**config.mk**
```make
export PLATFORM = sky130hd
export DESIGN_NAME = fill_counter
export DESIGN_NICKNAME = d
export VERILOG_FILES = /design/src/rtl/cache_pkg.sv /design/src/rtl/fill_counter.sv
export SDC_FILE = /design/constraint.sdc
export NUM_CORES = 1
export LEC_CHECK = 0
export ABC_AREA = 1
export BUFFER_PORTS_ARGS = -buffer_cell sky130_fd_sc_hd__buf_4
export CORE_AREA = 5 5 42 44
export CTS_BUF_LIST = sky130_fd_sc_hd__clkbuf_8
export CTS_CLUSTER_DIAMETER = 80
export DETAILED_ROUTE_END_ITERATION = 10
export DIE_AREA = 0 0 47 49
export HOLD_SLACK_MARGIN = 0.05
export PLACE_DENSITY_LB_ADDON = 0.3
export SKIP_CTS_REPAIR_TIMING = 1
export SLEW_MARGIN = 5
export SYNTH_ARGS = -nofsm -noshare
export SYNTH_HDL_FRONTEND = slang
export SYNTH_SLANG_ARGS = --single-unit
```
**constraint.sdc**
```tcl
create_clock -name clk -period 2.4 [get_ports clk]
set_input_delay 0.48 -clock clk [delete_from_list [all_inputs] [get_ports clk]]
set_output_delay 0.48 -clock clk [all_outputs]
set_load 0.05 [all_outputs]
```
**src/rtl/cache_pkg.sv**
```systemverilog
`default_nettype none

package cache_pkg;

  // Word and address sizes
  localparam int WORD_WIDTH = 16;
  localparam int ADDR_WIDTH = 16;

  // Cache geometry, 8 words per block and 64 sets
  localparam int BLOCK_WORDS = 8;
  localparam int SETS = 64;

  // Address split: tag 15:10, index 9:4, offset 3:1, bit 0 unused
  localparam int OFFSET_WIDTH = 3;
  localparam int INDEX_WIDTH = 6;
  localparam int TAG_WIDTH = 6;

  typedef logic [WORD_WIDTH-1:0] word_t;
  typedef logic [ADDR_WIDTH-1:0] addr_t;
  typedef logic [TAG_WIDTH-1:0] tag_t;
  typedef logic [INDEX_WIDTH-1:0] index_t;
  typedef logic [OFFSET_WIDTH-1:0] offset_t;

  // Fill sequencer states
  typedef enum logic [1:0] {
    FILL_IDLE  = 2'd0,
    FILL_ISSUE = 2'd1,
    FILL_DRAIN = 2'd2
  } fill_state_t;

  // Field extraction
  function automatic offset_t addr_offset(input addr_t addr);
    return addr[OFFSET_WIDTH:1];
  endfunction

  function automatic index_t addr_index(input addr_t addr);
    return addr[OFFSET_WIDTH+INDEX_WIDTH:OFFSET_WIDTH+1];
  endfunction

  function automatic tag_t addr_tag(input addr_t addr);
    return addr[ADDR_WIDTH-1:ADDR_WIDTH-TAG_WIDTH];
  endfunction

  // Rebuild a word address inside a block
  function automatic addr_t block_addr(input tag_t tag, input index_t index, input offset_t offset);
    return {tag, index, offset, 1'b0};
  endfunction

endpackage

`default_nettype wire
```
**src/rtl/fill_counter.sv**
```systemverilog
`default_nettype none

module fill_counter (
  input  wire                 clk,
  input  wire                 rst,
  input  wire                 start,
  input  wire                 issue_en,
  input  wire                 mem_valid,
  output cache_pkg::offset_t  issue_offset,
  output cache_pkg::offset_t  return_offset,
  output logic                issue_done,
  output logic                last_return
);

  // One extra bit so a full block can be counted
  typedef logic [cache_pkg::OFFSET_WIDTH:0] count_t;

  localparam count_t FULL_COUNT = count_t'(cache_pkg::BLOCK_WORDS);
  localparam count_t LAST_COUNT = count_t'(cache_pkg::BLOCK_WORDS - 1);

  count_t issue_cnt_q;
  count_t return_cnt_q;

  // Reads sent to memory
  always_ff @(posedge clk) begin
    if (rst || start) begin
      issue_cnt_q <= '0;
    end else if (issue_en) begin
      issue_cnt_q <= issue_cnt_q + 1'b1;
    end
  end

  // Words back from memory
  always_ff @(posedge clk) begin
    if (rst || start) begin
      return_cnt_q <= '0;
    end else if (mem_valid) begin
      return_cnt_q <= return_cnt_q + 1'b1;
    end
  end

  assign issue_offset = issue_cnt_q[cache_pkg::OFFSET_WIDTH-1:0];
  assign return_offset = return_cnt_q[cache_pkg::OFFSET_WIDTH-1:0];

  // All reads of the block are out
  assign issue_done = (issue_cnt_q == FULL_COUNT);
  // Eighth word arriving now
  assign last_return = mem_valid && (return_cnt_q == LAST_COUNT);

  // Memory never returns a word that was not requested
  returns_follow_issues_a : assert property (
    @(posedge clk) disable iff (rst) return_cnt_q <= issue_cnt_q
  );

endmodule

`default_nettype wire

```
==> impl_metrics.py, run 1 <==
metrics = {
    "routing": {
        "drt_iter0_drc": 7,
        "drc": 0,
        "viasPerCell": 4.18,
        "wl_per_cell_um": 8.82,
        "vias": 343,
        "routed_wirelength_um": 723,
        "final_antenna_net_count": 0,
        "first_pass_iters": 3,
    },
    "worst_setup_path": {
        "r2r_end": "issue_cnt_q[1]",
        "endpoint": "last_return",
        "critPathKind": "reg2out",
        "rr_startpoint": "issue_cnt_q[0]",
        "critPathMaxFanout": 4,
        "r2r_setup_slack_ns": 1.43,
        "reg2reg_depth": 4,
        "crit_path_start": "return_cnt_q[0]",
        "critPathArrivalTime_ns": 1.19,
        "required_ns": 1.92,
        "cp-start-kind": "register",
        "crit_path_end_kind": "output pin",
    },
    "global_routing": {
        "grt_usage_pct": 7.92,
        "grt_pass1_wl_um": 1260,
        "grt_antenna_before_repair": 0,
        "grt_max_degree": 9,
        "grt_pass1_vias": 295,
        "gr-total-overflow": 0,
    },
    "timing": {
        "tightest_slew_ns": 0.181,
        "fin_crit_sh_pct": 69.6,
        "finalHoldViolations": 0,
        "fmax_ghz": 0.599,
        "relSlewSlack_pct": 87.9,
        "rsz0062_at_grt": "no",
        "drv_slew": 0,
        "setup_viol": 0,
        "fin_crit_ns": 1.67,
        "finalSetupTns_ns": 0,
        "finClkSkew_ns": 0.00212,
        "hold_ws_ns": 0.477,
    },
    "placed_design": {
        "gp_congestion": 0.686,
        "portBuffers": 12,
        "dpl.hpwl_um": 549,
    },
    "run_status": {
        "outcome": "finished clean",
    },
    "cells_and_area": {
        "seq_area_um2": 160,
        "nets": 76,
        "fin_util_pct": 37.6,
        "multi_input_area_um2": 200,
        "synthToLayoutAreaGrowth_pct": 25.3,
        "drive_gt1_share_pct": 30.3,
        "n_fill_cell": 155,
        "diodes": 0,
    },
    "synthesis": {
        "ys_top_cells_by_area": "dfxtp_1, buf_4, nor2_1",
        "synth.top_cell.area_share_pct": 38.1,
        "ys_types": 12,
        "synth_common_cells": "nor2_1, nand2_1, dfxtp_1",
        "ys_seq_area_share_pct": 38.1,
        "synth_edf_count": 0,
        "yosysMostFrequentCell": "nor2_1",
        "synth_flop_cell": "dfxtp_1",
        "async_flop_share_pct": 0,
        "yosys_warnings": 0,
        "syn_avg_cell_area_um2": 7.38,
        "yosysTopAreaCell": "dfxtp_1",
        "syn_nets": 65,
        "synth_area_um2": 420,
        "ys_ff_latch": 8,
        "syn_inst": 57,
    },
    "cts": {
        "insertion_delay_ns": 0.22,
        "root_buffer": "clkbuf_8",
        "cts.sinks": 8,
        "clk_path_buf_depth": 2,
        "cts_buffers": 3,
        "htreeDepth": 1,
        "cts_tree": "yes",
        "path_clk_slew_ns": 0.04,
    },
    "pwr": {
        "ir_worst_vdd_v": 0.000561,
        "leakagePower_nw": 0.230,
        "powerDensity_nw_per_um2": 635,
        "total_power_uw": 335,
    },
    "floorplanning": {
        "core_area_um2": 1400,
        "dieArea_um2": 2300,
        "start_util_pct": 30.0,
        "ios": 13,
        "die_w_um": 47,
        "fp-row-count": 14,
        "die-height_um": 49,
    },
    "min_path": {
        "hold_class": "in2reg",
    },
    "run": {
        "cap_violations": 0,
    },
}
worst min path at each step:
stage	from	endpoint	slack [ns]	cells after the start
after CTS	issue_en	issue_cnt_q[1]	0.47	2
final	mem_valid	return_cnt_q[1]	0.48	2
after floorplan	issue_cnt_q[3]	issue_cnt_q[3]	0.48	2
after global placement	return_cnt_q[3]	return_cnt_q[3]	0.50	2
after detailed placement	issue_cnt_q[3]	issue_cnt_q[3]	0.50	2
after global routing	mem_valid	return_cnt_q[1]	0.48	2
flip-flops by register name, indices dropped and copies added, names as in the netlist:
name and cells:
issue_cnt_q 4, return_cnt_q 4
routing by layer:
layer | up-vias | track usage [%] | routed length (um)
li1 | 193 | - | -
met1 | 143 | 8.22 | 317
met2 | 5 | 10.4 | 343
met3 | 2 | 7.38 | 50
met4 | 0 | 4.15 | 10
met5 | - | 0 | 0
critical path, stage by stage (launching register included):
cell and delay, ns:
dfxtp_1 0.39, ha_1 0.19, nand3_1 0.09, nor2_1 0.09, buf_4 0.20
per-stage QoR:
step                cells  setup slack [ns]  area, um^2
floorplan              57             0.643         420
global placement       79             0.957         485
detailed placement     79             0.946         485
CTS                    82             0.718         527
global route           82             0.641         527
finish                 82             0.730         527
area by class of cell:
cell class              instances  area share, %
multi-input cells              39           38.0
well taps                      16           3.80
inverters                       4           2.85
flip-flops and latches          8           30.4
clock buffers                   3           7.84
repair buffers                 12           17.1
placed cells by master, fill, tap and decap left out:
cell type	instances
a21oi_1	4
buf_4	12
clkbuf_8	3
dfxtp_1	8
ha_1	3
inv_1	4
nand2_1	11
nand2_2	2
nand3_1	2
nor2_1	12
nor2_2	2
nor2_4	1
o21ai_0	2
where the power goes:
group          total, mW  switching, mW  internal (mW)  leakage (nW)
Combinational     0.0368         0.0231         0.0137         0.143
Clock              0.157         0.0491          0.108        0.0216
Sequential         0.140        0.00375          0.137        0.0650
logic make-up (layout without fill, tap and decap cells):
| group | count (synthesis) | count (layout) | synth area share, % |
|---|---|---|---|
| AOI/OAI and AO/OA | 6 | 6 | 7.14 |
| adders and majority gates | 3 | 3 | 8.93 |
| and+or+nand+nor | 30 | 30 | 31.5 |
| DFF | 8 | 8 | 38.1 |
| buffers and inverters | 10 | 19 | 14.3 |
Power figures use the tool's default switching activity.
==> inputs of run 2 (changes only) <==
clock period = 1.4 ns   (was 2.4 ns; I/O delays follow)
==> run 2 against run 1 <==
Compared with the run above: clock skew fell by 0.0017 ns; die area did not move; combinational power rose by 110%; cell area rose by 14%; critical path type unchanged; sequential share of layout area fell by 2.4 points.
==> impl_metrics.py, run 2 (synthesis results as in run 1) <==
metrics = {
    "cells_and_area": {
        "drive_gt1_share_pct": 47.8,
        "instances_no_fill": 85,
        "n_fill_cell": 158,
        "largest_registers": "issue_cnt_q: 4 flops, return_cnt_q: 4 flops",
        "fin_area_um2": 603,
        "nets": 79,
        "diodes": 0,
        "mostFrequentLayoutCell": "buf_4",
        "fin_util_pct": 43.0,
        "synthToLayoutAreaGrowth_pct": 43.5,
        "final_cell_mix": "buf_4, nand2_1, nor2_1, dfxtp_1",
    },
    "timing": {
        "drv_slew": 0,
        "fin_crit_sh_pct": 97.0,
        "finalHoldViolations": 0,
        "relSlewSlack_pct": 87.3,
        "worst_slack_ns": 0.0425,
        "fin_crit_ns": 1.36,
        "hold_ws_ns": 0.260,
        "setup_viol": 0,
        "fmax_ghz": 0.737,
        "tightest_slew_ns": 0.190,
        "finClkSkew_ns": 0.000434,
        "rsz0062_at_grt": "yes",
    },
    "floorplanning": {
        "fp-row-count": 14,
        "ios": 13,
        "start_util_pct": 30.0,
        "die-height_um": 49,
        "dieArea_um2": 2300,
        "core_area_um2": 1400,
        "die_w_um": 47,
    },
    "run_status": {
        "outcome": "finished clean",
    },
    "pwr": {
        "clkPwrFrac_pct": 47.0,
        "p_sw_share_pct": 24.0,
        "pwr-share-seq_pct": 40.1,
        "leakagePower_nw": 0.245,
        "combPwrFrac_pct": 12.9,
        "ir_worst_vdd_v": 0.000729,
        "p_sw_uw": 142,
        "p_int_uw": 450,
        "powerDensity_nw_per_um2": 982,
    },
    "worst_setup_path": {
        "cp-start-kind": "register",
        "critPathMaxFanout": 2,
        "crit_path_end_kind": "output pin",
        "path_cells": "inv_1 -> ha_4 -> nand2_2 -> nor2_2 -> buf_6",
        "critPathKind": "reg2out",
        "r2r_setup_slack_ns": 0.45,
        "max_stage_delay_ns": 0.30,
        "critPathArrivalTime_ns": 1.08,
        "required_ns": 1.12,
        "slowest_stage": "dfxtp_1",
    },
    "routing": {
        "drc": 0,
        "viasPerCell": 4.26,
        "final_antenna_net_count": 0,
        "routed_wirelength_um": 801,
        "first_pass_iters": 4,
        "wl_per_cell_um": 9.42,
        "drt_iter0_drc": 8,
        "vias": 362,
    },
    "global_routing": {
        "grt_pass1_wl_um": 1180,
        "grt_pass1_vias": 292,
        "grt_max_degree": 9,
        "gr-total-overflow": 0,
        "grt_antenna_before_repair": 0,
        "grt_usage_pct": 7.27,
    },
    "placed_design": {
        "post-place-ws_ns": 0.180,
        "placed_cells": 81,
        "gp_congestion": 0.695,
        "dpl.hpwl_um": 575,
        "portBuffers": 12,
        "dpl-instance-area_um2": 505,
    },
    "cts": {
        "clk_path_buf_depth": 2,
        "htreeDepth": 1,
        "cts_tree": "yes",
        "root_buffer": "clkbuf_8",
        "path_clk_slew_ns": 0.04,
        "cts_buffers": 3,
        "insertion_delay_ns": 0.23,
        "cts.sinks": 8,
    },
    "min_path": {
        "hold_class": "in2reg",
    },
    "run": {
        "cap_violations": 0,
    },
}
## run 2: cell types whose count changed in the layout (fill, tap and decap cells not counted), moves of 2 or more
| cell | change |
|---|---|
| nor2_2 | +2 |
| ha_4 | +2 |
| dfxtp_1 | -3 |
| dfxtp_4 | +2 |
| ha_1 | -2 |
| nor2_1 | -2 |
| buf_6 | +2 |
## run 2: critical path, delay by kind of cell (launching register included)
kind                       cells  cell delay (ns)
DFF                            1             0.30
buffers and inverters          2             0.25
and+or+nand+nor                2             0.16
adders and majority gates      1             0.14
## run 2: power groups by stage
stage	Combinational [mW]	Sequential (mW)	Clock, mW
final	0.0765	0.237	0.278
after global routing	0.0833	0.238	0.291
after CTS	0.0702	0.238	0.283
after detailed placement	0.0702	0.242	0
after global placement	0.0699	0.242	0
after floorplan	0.0456	0.243	0
## run 2: final cells by class
class	instances	area (um^2)	share of cell area [%]
Inverter	4	15.0	2.49
Clock buffer	3	41.3	6.85
Timing Repair Buffer	15	120	19.9
Sequential cell	8	169	28.0
Multi-Input combinational cell	39	238	39.4
Tap cell	16	20.0	3.32
## run 2: routing by layer
metal	global-route usage (%)	vias to the layer above	share of wire, %
met2	9.05	9	46
met5	0	-	0
li1	-	198	-
met4	6.91	0	3.4
met1	9.07	151	45
met3	2.58	4	5.4
## run 2: path summary, 6_finish.rpt
check	to	cells past startpoint	startpoint
worst max-delay path	issue_done	5	issue_cnt_q[0]
worst min-delay path	issue_cnt_q[1]	2	issue_en
worst min register to register	return_cnt_q[3]	2	return_cnt_q[3]
worst max register to register	issue_cnt_q[2]	4	issue_cnt_q[0]
## run 2: per-stage QoR
| step | total power [mW] | setup TNS [ns] |
|---|---|---|
| 5_1_grt | 0.612 | -0.00586 |
| 2_1_floorplan | 0.289 | 0 |
| 3_5_place_dp | 0.312 | 0 |
| 3_3_place_gp | 0.312 | 0 |
| 6_report | 0.592 | 0 |
| 4_1_cts | 0.591 | -0.106 |
