==> src/rtl/cache_pkg.sv <==
`default_nettype none

package cache_pkg;

  // Word and address sizes
  localparam int WORD_WIDTH = 16;
  localparam int ADDR_WIDTH = 16;

  // Cache geometry, 8 words per block and 64 sets
  localparam int BLOCK_WORDS = 8;
  localparam int SETS = 64;

  // Address split: tag 15:10, index 9:4, offset 3:1, bit 0 unused
  localparam int OFFSET_WIDTH = 3;
  localparam int INDEX_WIDTH = 6;
  localparam int TAG_WIDTH = 6;

  typedef logic [WORD_WIDTH-1:0] word_t;
  typedef logic [ADDR_WIDTH-1:0] addr_t;
  typedef logic [TAG_WIDTH-1:0] tag_t;
  typedef logic [INDEX_WIDTH-1:0] index_t;
  typedef logic [OFFSET_WIDTH-1:0] offset_t;

  // Fill sequencer states
  typedef enum logic [1:0] {
    FILL_IDLE  = 2'd0,
    FILL_ISSUE = 2'd1,
    FILL_DRAIN = 2'd2
  } fill_state_t;

  // Field extraction
  function automatic offset_t addr_offset(input addr_t addr);
    return addr[OFFSET_WIDTH:1];
  endfunction

  function automatic index_t addr_index(input addr_t addr);
    return addr[OFFSET_WIDTH+INDEX_WIDTH:OFFSET_WIDTH+1];
  endfunction

  function automatic tag_t addr_tag(input addr_t addr);
    return addr[ADDR_WIDTH-1:ADDR_WIDTH-TAG_WIDTH];
  endfunction

  // Rebuild a word address inside a block
  function automatic addr_t block_addr(input tag_t tag, input index_t index, input offset_t offset);
    return {tag, index, offset, 1'b0};
  endfunction

endpackage

`default_nettype wire
==> src/rtl/fill_fsm.sv <==
`default_nettype none

module fill_fsm (
  input  wire                      clk,
  input  wire                      rst,
  input  wire                      data_miss,
  input  wire                      inst_miss,
  input  wire cache_pkg::addr_t    data_addr,
  input  wire cache_pkg::addr_t    inst_addr,
  input  wire cache_pkg::offset_t  issue_offset,
  input  wire cache_pkg::offset_t  return_offset,
  input  wire                      issue_done,
  input  wire                      last_return,
  input  wire                      mem_valid,
  output logic                     start,
  output logic                     issue_en,
  output logic                     mem_read,
  output cache_pkg::addr_t         fill_addr,
  output cache_pkg::addr_t         fill_word_addr,
  output logic                     word_we,
  output logic                     tag_we,
  output logic                     fill_for_data,
  output logic                     busy
);

  cache_pkg::fill_state_t state_q;
  cache_pkg::fill_state_t state_d;

  // Block being filled
  cache_pkg::tag_t base_tag_q;
  cache_pkg::index_t base_index_q;
  logic for_data_q;

  // Address of the miss chosen at start
  cache_pkg::addr_t miss_addr;

  // Data side wins when both miss together
  assign miss_addr = data_miss ? data_addr : inst_addr;

  assign start = (state_q == cache_pkg::FILL_IDLE) && (data_miss || inst_miss);
  assign busy = (state_q != cache_pkg::FILL_IDLE);

  // One read per cycle while issuing
  assign issue_en = (state_q == cache_pkg::FILL_ISSUE) && !issue_done;
  assign mem_read = issue_en;

  // Read address follows the issue count, write address the return count
  assign fill_addr = cache_pkg::block_addr(base_tag_q, base_index_q, issue_offset);
  assign fill_word_addr = cache_pkg::block_addr(base_tag_q, base_index_q, return_offset);

  // Every returned word goes into the cache
  assign word_we = mem_valid;
  // Last word also commits tag and valid
  assign tag_we = last_return;
  assign fill_for_data = for_data_q;

  always_comb begin
    state_d = state_q;
    case (state_q)
      cache_pkg::FILL_IDLE: begin
        if (start) begin
          state_d = cache_pkg::FILL_ISSUE;
        end
      end
      cache_pkg::FILL_ISSUE: begin
        // Short latency can finish the block before the drain state
        if (last_return) begin
          state_d = cache_pkg::FILL_IDLE;
        end else if (issue_done) begin
          state_d = cache_pkg::FILL_DRAIN;
        end
      end
      cache_pkg::FILL_DRAIN: begin
        if (last_return) begin
          state_d = cache_pkg::FILL_IDLE;
        end
      end
      default: begin
        state_d = cache_pkg::FILL_IDLE;
      end
    endcase
  end

  always_ff @(posedge clk) begin
    if (rst) begin
      state_q <= cache_pkg::FILL_IDLE;
      for_data_q <= 1'b0;
    end else begin
      state_q <= state_d;
      if (start) begin
        for_data_q <= data_miss;
      end
    end
  end

  // Block base captured once per fill
  always_ff @(posedge clk) begin
    if (start) begin
      base_tag_q <= cache_pkg::addr_tag(miss_addr);
      base_index_q <= cache_pkg::addr_index(miss_addr);
    end
  end

  // Memory only answers reads issued by a fill
  no_return_when_idle_a : assert property (
    @(posedge clk) disable iff (rst)
    (state_q == cache_pkg::FILL_IDLE) |-> !mem_valid
  );

endmodule

`default_nettype wire

==> config.mk <==
export PLATFORM = sky130hd
export DESIGN_NAME = fill_fsm
export DESIGN_NICKNAME = d
export VERILOG_FILES = /design/src/rtl/cache_pkg.sv /design/src/rtl/fill_fsm.sv
export SDC_FILE = /design/constraint.sdc
export NUM_CORES = 1
export LEC_CHECK = 0
export ABC_AREA = 1
export BUFFER_PORTS_ARGS = -buffer_cell sky130_fd_sc_hd__buf_4
export CAP_MARGIN = 40
export CORE_ASPECT_RATIO = 0.75
export CORE_MARGIN = 3
export CORE_UTILIZATION = 30
export DETAILED_ROUTE_END_ITERATION = 8
export GPL_ROUTABILITY_DRIVEN = 0
export PLACE_DENSITY = 0.79
export SYNTH_ARGS = -nofsm -noshare
export SYNTH_HDL_FRONTEND = slang
export SYNTH_SLANG_ARGS = --single-unit
==> constraint.sdc <==
create_clock -name clk -period 2.4 [get_ports clk]
set_input_delay 0.24 -clock clk [delete_from_list [all_inputs] [get_ports clk]]
set_output_delay 0.24 -clock clk [all_outputs]
set_load 0.01 [all_outputs]
==> results of run 1 <==
-- synthesized netlist by cell type, drive strengths merged --
cell type / count
a21oi: 3
buf: 25
conb: 1
dfxtp: 3
edfxtp: 12
inv: 7
nand2: 40
nand3: 2
nand4: 1
nor2: 2
nor3: 1
-- worst max-delay path, delay by kind of cell (launching register included) --
kind	cells	cell delay, ps
AND/OR/NAND/NOR	2	320
buffers and inverters	2	590
flip-flops	1	330
-- per-stage QoR --
stage                     std cells  hold WS (ps)  utilization
after floorplan                  98           302            -
after global placement          166           416        0.461
after detailed placement        166           421        0.461
after CTS                       170           161        0.480
after global routing            170           156        0.480
final                           170           167        0.480
-- worst paths after layout --
path / startpoint / end / slack [ps] / cells past startpoint
hold / removal: rst / state_q[0] / 170 / 2
setup / recovery: state_q[1] / start / 670 / 4
setup reg to reg: state_q[1] / base_tag_q[5] / 1010 / 3
hold reg to reg: fill_for_data / fill_for_data / 470 / 2
-- area by class of cell --
| class | instances | area share |
|---|---|---|
| sequential | 15 | 0.354 |
| clock inverter | 1 | 0.00421 |
| tap | 34 | 0.0358 |
| inverter | 7 | 0.0221 |
| timing repair buffer | 59 | 0.373 |
| clock buffer | 3 | 0.0347 |
| multi-input combinational | 51 | 0.177 |
-- kinds of logic after synthesis --
logic type | Yosys count | share of synthesized area
AO/OA/AOI/OAI | 3 | 0.0222
flip-flops | 15 | 0.498
AND/OR/NAND/NOR | 46 | 0.218
buffers and inverters | 32 | 0.258
other | 1 | 0.00444
-- report_power, final --
part	total, mW	leakage [nW]	switching, mW	internal (mW)
logic	0.186	0.451	0.0861	0.100
registers	0.328	0.144	0.0141	0.314
clock network	0.197	0.0255	0.0823	0.115
-- state kept, by name, summed over array words and instances, names as in the netlist --
name,cells
base_tag_q,6
fill_for_data,1
base_index_q,6
state_q,2
-- per-layer routing --
layer	up-vias	track usage	wire length (um)
met4	0	0.0471	23
li1	354	-	-
met5	-	0	0
met3	6	0.0475	312
met2	49	0.194	821
met1	308	0.144	803
==> results.tsv, run 1 <==
stage	metric	value	unit
drt	wirelength	1960	um
setup_path	worstPathArrival	1490	ps
job	maxCapViolations	0	
yosys	synth_top_area_cell	edfxtp_1	
drt	drtIter0Drc	3	
final_layout	fillers	248	
yosys	seq_area_frac_synth	0.498	
timing	finClkSkew	2.47	ps
yosys	synth_area_per_cell	8.71	sq um
yosys	synth_top_cell_area_share	0.427	
setup_path	critPathLaunchType	register	
setup_path	worstSetupPathType	reg -> out	
clocking	cts_made_buffers	3	
global_route	grt_max_degree	15	
global_route	grt_use_total	0.121	
timing	min_period_over_period	0.719	
yosys	syn_area	845	sq um
drt	wl_per_cell	11.5	um
drt	antenna_left	0	
placement	io_buffers	59	
floorplanning	core_area	2480	sq um
clocking	cts_resized	0	
clocking	cts_sinks	15	
floorplanning	fp.dieH	52.0	um
pwr	powerDensity	598	nW/um^2
timing	hold_viol_final	0	
floorplanning	rows	15	
drt	vias	717	
placement	hpwlAfterDp	1520	um
setup_path	critPathSlowestCell	inv_1	
timing	setup-tns-final	0	ps
clocking	clock-root-buffer	clkbuf_8	
floorplanning	ioPinCount	84	
yosys	synth_cells	97	
floorplanning	start_util	0.341	
clocking	post_cts_buffers	0	
setup_path	cp.required	2160	ps
clocking	clockBufferDepth	2	
global_route	antenna_found_initial	0	
placement	post-place-ws	791	ps
clocking	path_clk_slew	60	ps
final_layout	regArea	420	sq um
floorplanning	dieArea	3490	sq um
drt	drc	0	
yosys	yosysUniqueCellTypes	15	
timing	setup_violations	0	
drt	vias_per_cell	4.22	
setup_path	max_stage_delay	380	ps
drt	dr.pass1.iters	4	
timing	period_needed	1730	ps
run_status	status	finished, final reports clean	
final_layout	final_cell_mix	59 x buf_4, 38 x nand2_1, 12 x edfxtp_1, 6 x inv_1	
timing	setup_ws	674	ps
timing	maxSlewViolCount	0	
clocking	cts_hold_buf	0	
clocking	h-tree-depth	1	
floorplanning	fp.dieW	67.3	um
global_route	grt_pass1_vias	689	
hold_path	hold_class	in -> reg	
pwr	peakVddDrop	280	uV
timing	rsz0062_at_grt	no	
final_layout	fin_area	1190	sq um
placement	placed_cell_area	1140	sq um
global_route	grt-ovfl-total	0	
pwr	leakage	0.620	nW
timing	clock.fmax	0.580	GHz
final_layout	syn_to_final_growth	40.7	%
yosys	synth-seq-cells	15	
final_layout	fin_nets	182	
setup_path	crit_chain	nor2_1, nand2_2, inv_1, buf_4	
final_layout	antenna_cells	0	
pwr	total_power	711	uW
clocking	clkLatencyLatePin	240	ps
yosys	yosys-top-cells-area	edfxtp_1 43%, buf_4 21%, nand2_1 17%	
setup_path	crit_path_end_kind	output port	
final_layout	multi_input_area	210	sq um
final_layout	layout_commonest_cell	buf_4	
clocking	cts_tree	yes	
setup_path	path_max_fanout	13	
final_layout	drive_above_1_share	0.493	
yosys	ys_warn_count	0	
global_route	grt_pass1_wl	3050	um
Note: power is estimated with default switching activity, not from simulation.
==> inputs of run 2 (changes only) <==
Settings changed: PLACE_DENSITY 0.79 to 0.82.
Clock period 2.4 ns to 1.45 ns, I/O delays scaled along.
==> run 2 against run 1 <==
Register-to-register slack worse by 670 ps. Die area stayed put. Clock power grew 66%. Worst hold slack got worse by 86 ps. Cell area rose by 1.6%. First-iteration DRC count increased to 9.7 times the previous value. Non-clock buffer count rose by 1. Core utilization rose by 0.76 points. Critical path type unchanged. Largest cell class unchanged. Highest routed layer unchanged.
==> results.tsv, run 2 (synthesized netlist as in run 1, its figures left out) <==
stage	metric	value	unit	change
placement	post-place-ws	223	ps	was 791 ps
final_layout	drive_above_1_share	0.504		was 0.493
clocking	clock-root-buffer	clkbuf_8		unchanged
global_route	grt-ovfl-total	0		unchanged
final_layout	layout_commonest_cell	buf_4		unchanged
clocking	cts_tree	yes		unchanged
setup_path	startpoint	state_q[1]		unchanged
setup_path	r2r_start	state_q[1]		unchanged
placement	placed_cells	167		was 166
global_route	grt_use_total	0.108		was 0.121
timing	maxSlewViolCount	0		unchanged
setup_path	path_max_fanout	13		unchanged
timing	period_needed	1340	ps	
clocking	path_clk_slew	60	ps	about the same
floorplanning	ioPinCount	84		unchanged
drt	vias_per_cell	4.29		was 4.22
clocking	post_cts_buffers	0		unchanged
global_route	grt_max_degree	15		unchanged
setup_path	critPathLaunchType	register		unchanged
drt	wirelength	1960	um	about the same
clocking	cts_sinks	15		unchanged
drt	dr.pass1.iters	4		unchanged
setup_path	cp.required	1310	ps	was 2160 ps
final_layout	fin_nets	183		was 182
drt	wl_per_cell	11.4	um	was 11.5 um
hold_path	min_from	rst		unchanged
clocking	clkLatencyLatePin	240	ps	about the same
timing	holdWs	80.6	ps	was 167 ps
timing	setup_ws	108	ps	was 674 ps
floorplanning	rows	15		unchanged
pwr	leakage	0.629	nW	was 0.620 nW
placement	io_buffers	59		unchanged
global_route	grt_pass1_vias	658		was 689
final_layout	final_cell_mix	59 x buf_4, 38 x nand2_1, 12 x edfxtp_1, 6 x inv_1		unchanged
drt	antenna_left	0		unchanged
setup_path	worstPathArrival	1200	ps	was 1490 ps
drt	vias	733		was 717
pwr	peakVddDrop	370	uV	was 280 uV
job	maxCapViolations	0		unchanged
floorplanning	fp.dieH	52.0	um	unchanged
global_route	antenna_found_initial	0		unchanged
floorplanning	core_area	2480	sq um	unchanged
pwr	powerDensity	985	nW/um^2	was 598 nW/um^2
drt	drc	0		unchanged
timing	finClkSkew	1.17	ps	was 2.47 ps
timing	min_period_over_period	0.926		
clocking	cts_made_buffers	3		unchanged
hold_path	hold_class	in -> reg		unchanged
timing	clock.fmax	0.745	GHz	
final_layout	antenna_cells	0		unchanged
run_status	status	finished, final reports clean		unchanged
floorplanning	fp.dieW	67.3	um	unchanged
floorplanning	start_util	0.341		unchanged
setup_path	worstSetupPathType	reg -> out		unchanged
final_layout	syn_to_final_growth	43.0	%	was 40.7%
final_layout	finalNonFillerCells	171		was 170
timing	setup_violations	0		unchanged
timing	hold_viol_final	0		unchanged
clocking	clockBufferDepth	2		unchanged
clocking	h-tree-depth	1		unchanged
final_layout	reg.largest.list	base_index_q: 6 flops, base_tag_q: 6 flops, state_q: 2 flops		unchanged
clocking	cts_resized	1		was 0
timing	setup-tns-final	0	ps	unchanged
floorplanning	dieArea	3490	sq um	unchanged
timing	rsz0062_at_grt	no		unchanged
global_route	grt_pass1_wl	2810	um	was 3050 um
setup_path	crit_path_end_kind	output port		unchanged
final_layout	fillers	243		was 248
drt	drtIter0Drc	29		was 3
clocking	cts_hold_buf	0		unchanged
placement	hpwlAfterDp	1550	um	was 1520 um
-- run 2: cell count changes in the layout (fill, tap and decap cells not counted), sizes merged --
cell,delta
buf,+1
-- run 2: worst max-delay path: stages, from the launching register on --
cell	delay, ps
dfxtp_1	350
nor2_4	150
nand2_2	80
inv_1	70
buf_6	160
buf_4	140
-- run 2: stage by stage --
| step | utilization | area [sq um] | total power [mW] |
|---|---|---|---|
| 2_1_floorplan | - | 848 | 0.737 |
| 3_3_place_gp | 0.464 | 1150 | 0.860 |
| 3_5_place_dp | 0.464 | 1150 | 0.868 |
| 4_1_cts | 0.484 | 1200 | 1.20 |
| 5_1_grt | 0.487 | 1210 | 1.25 |
| 6_report | 0.487 | 1210 | 1.19 |
-- run 2: final timing paths --
path	to	slack (ps)	cells past startpoint
worst max-delay path	start	110	5
worst min-delay path	state_q[0]	80	2
worst max register to register	base_tag_q[1]	340	4
worst min register to register	fill_for_data	460	2
-- run 2: power breakdown --
group	leakage, nW	total, mW	internal (mW)	switching, mW
Clock	0.0255	0.328	0.190	0.138
Combinational	0.459	0.318	0.173	0.144
Sequential	0.144	0.544	0.519	0.0245
Total	0.629	1.19	0.882	0.307
-- run 2: layout make-up --
cell class | instances | area [sq um] | area share
clock buffer | 3 | 41.3 | 0.0342
tap | 34 | 42.5 | 0.0352
multi-input combinational | 51 | 218 | 0.180
clock inverter | 1 | 5.00 | 0.00415
timing repair buffer | 60 | 454 | 0.376
sequential | 15 | 420 | 0.348
inverter | 7 | 26.3 | 0.0218
-- run 2: routing by layer --
metal / routed length [um] / GRT usage
met5: 0 / 0
met4: 4 / 0.0202
met3: 337 / 0.0518
met2: 978 / 0.210
met1: 636 / 0.101
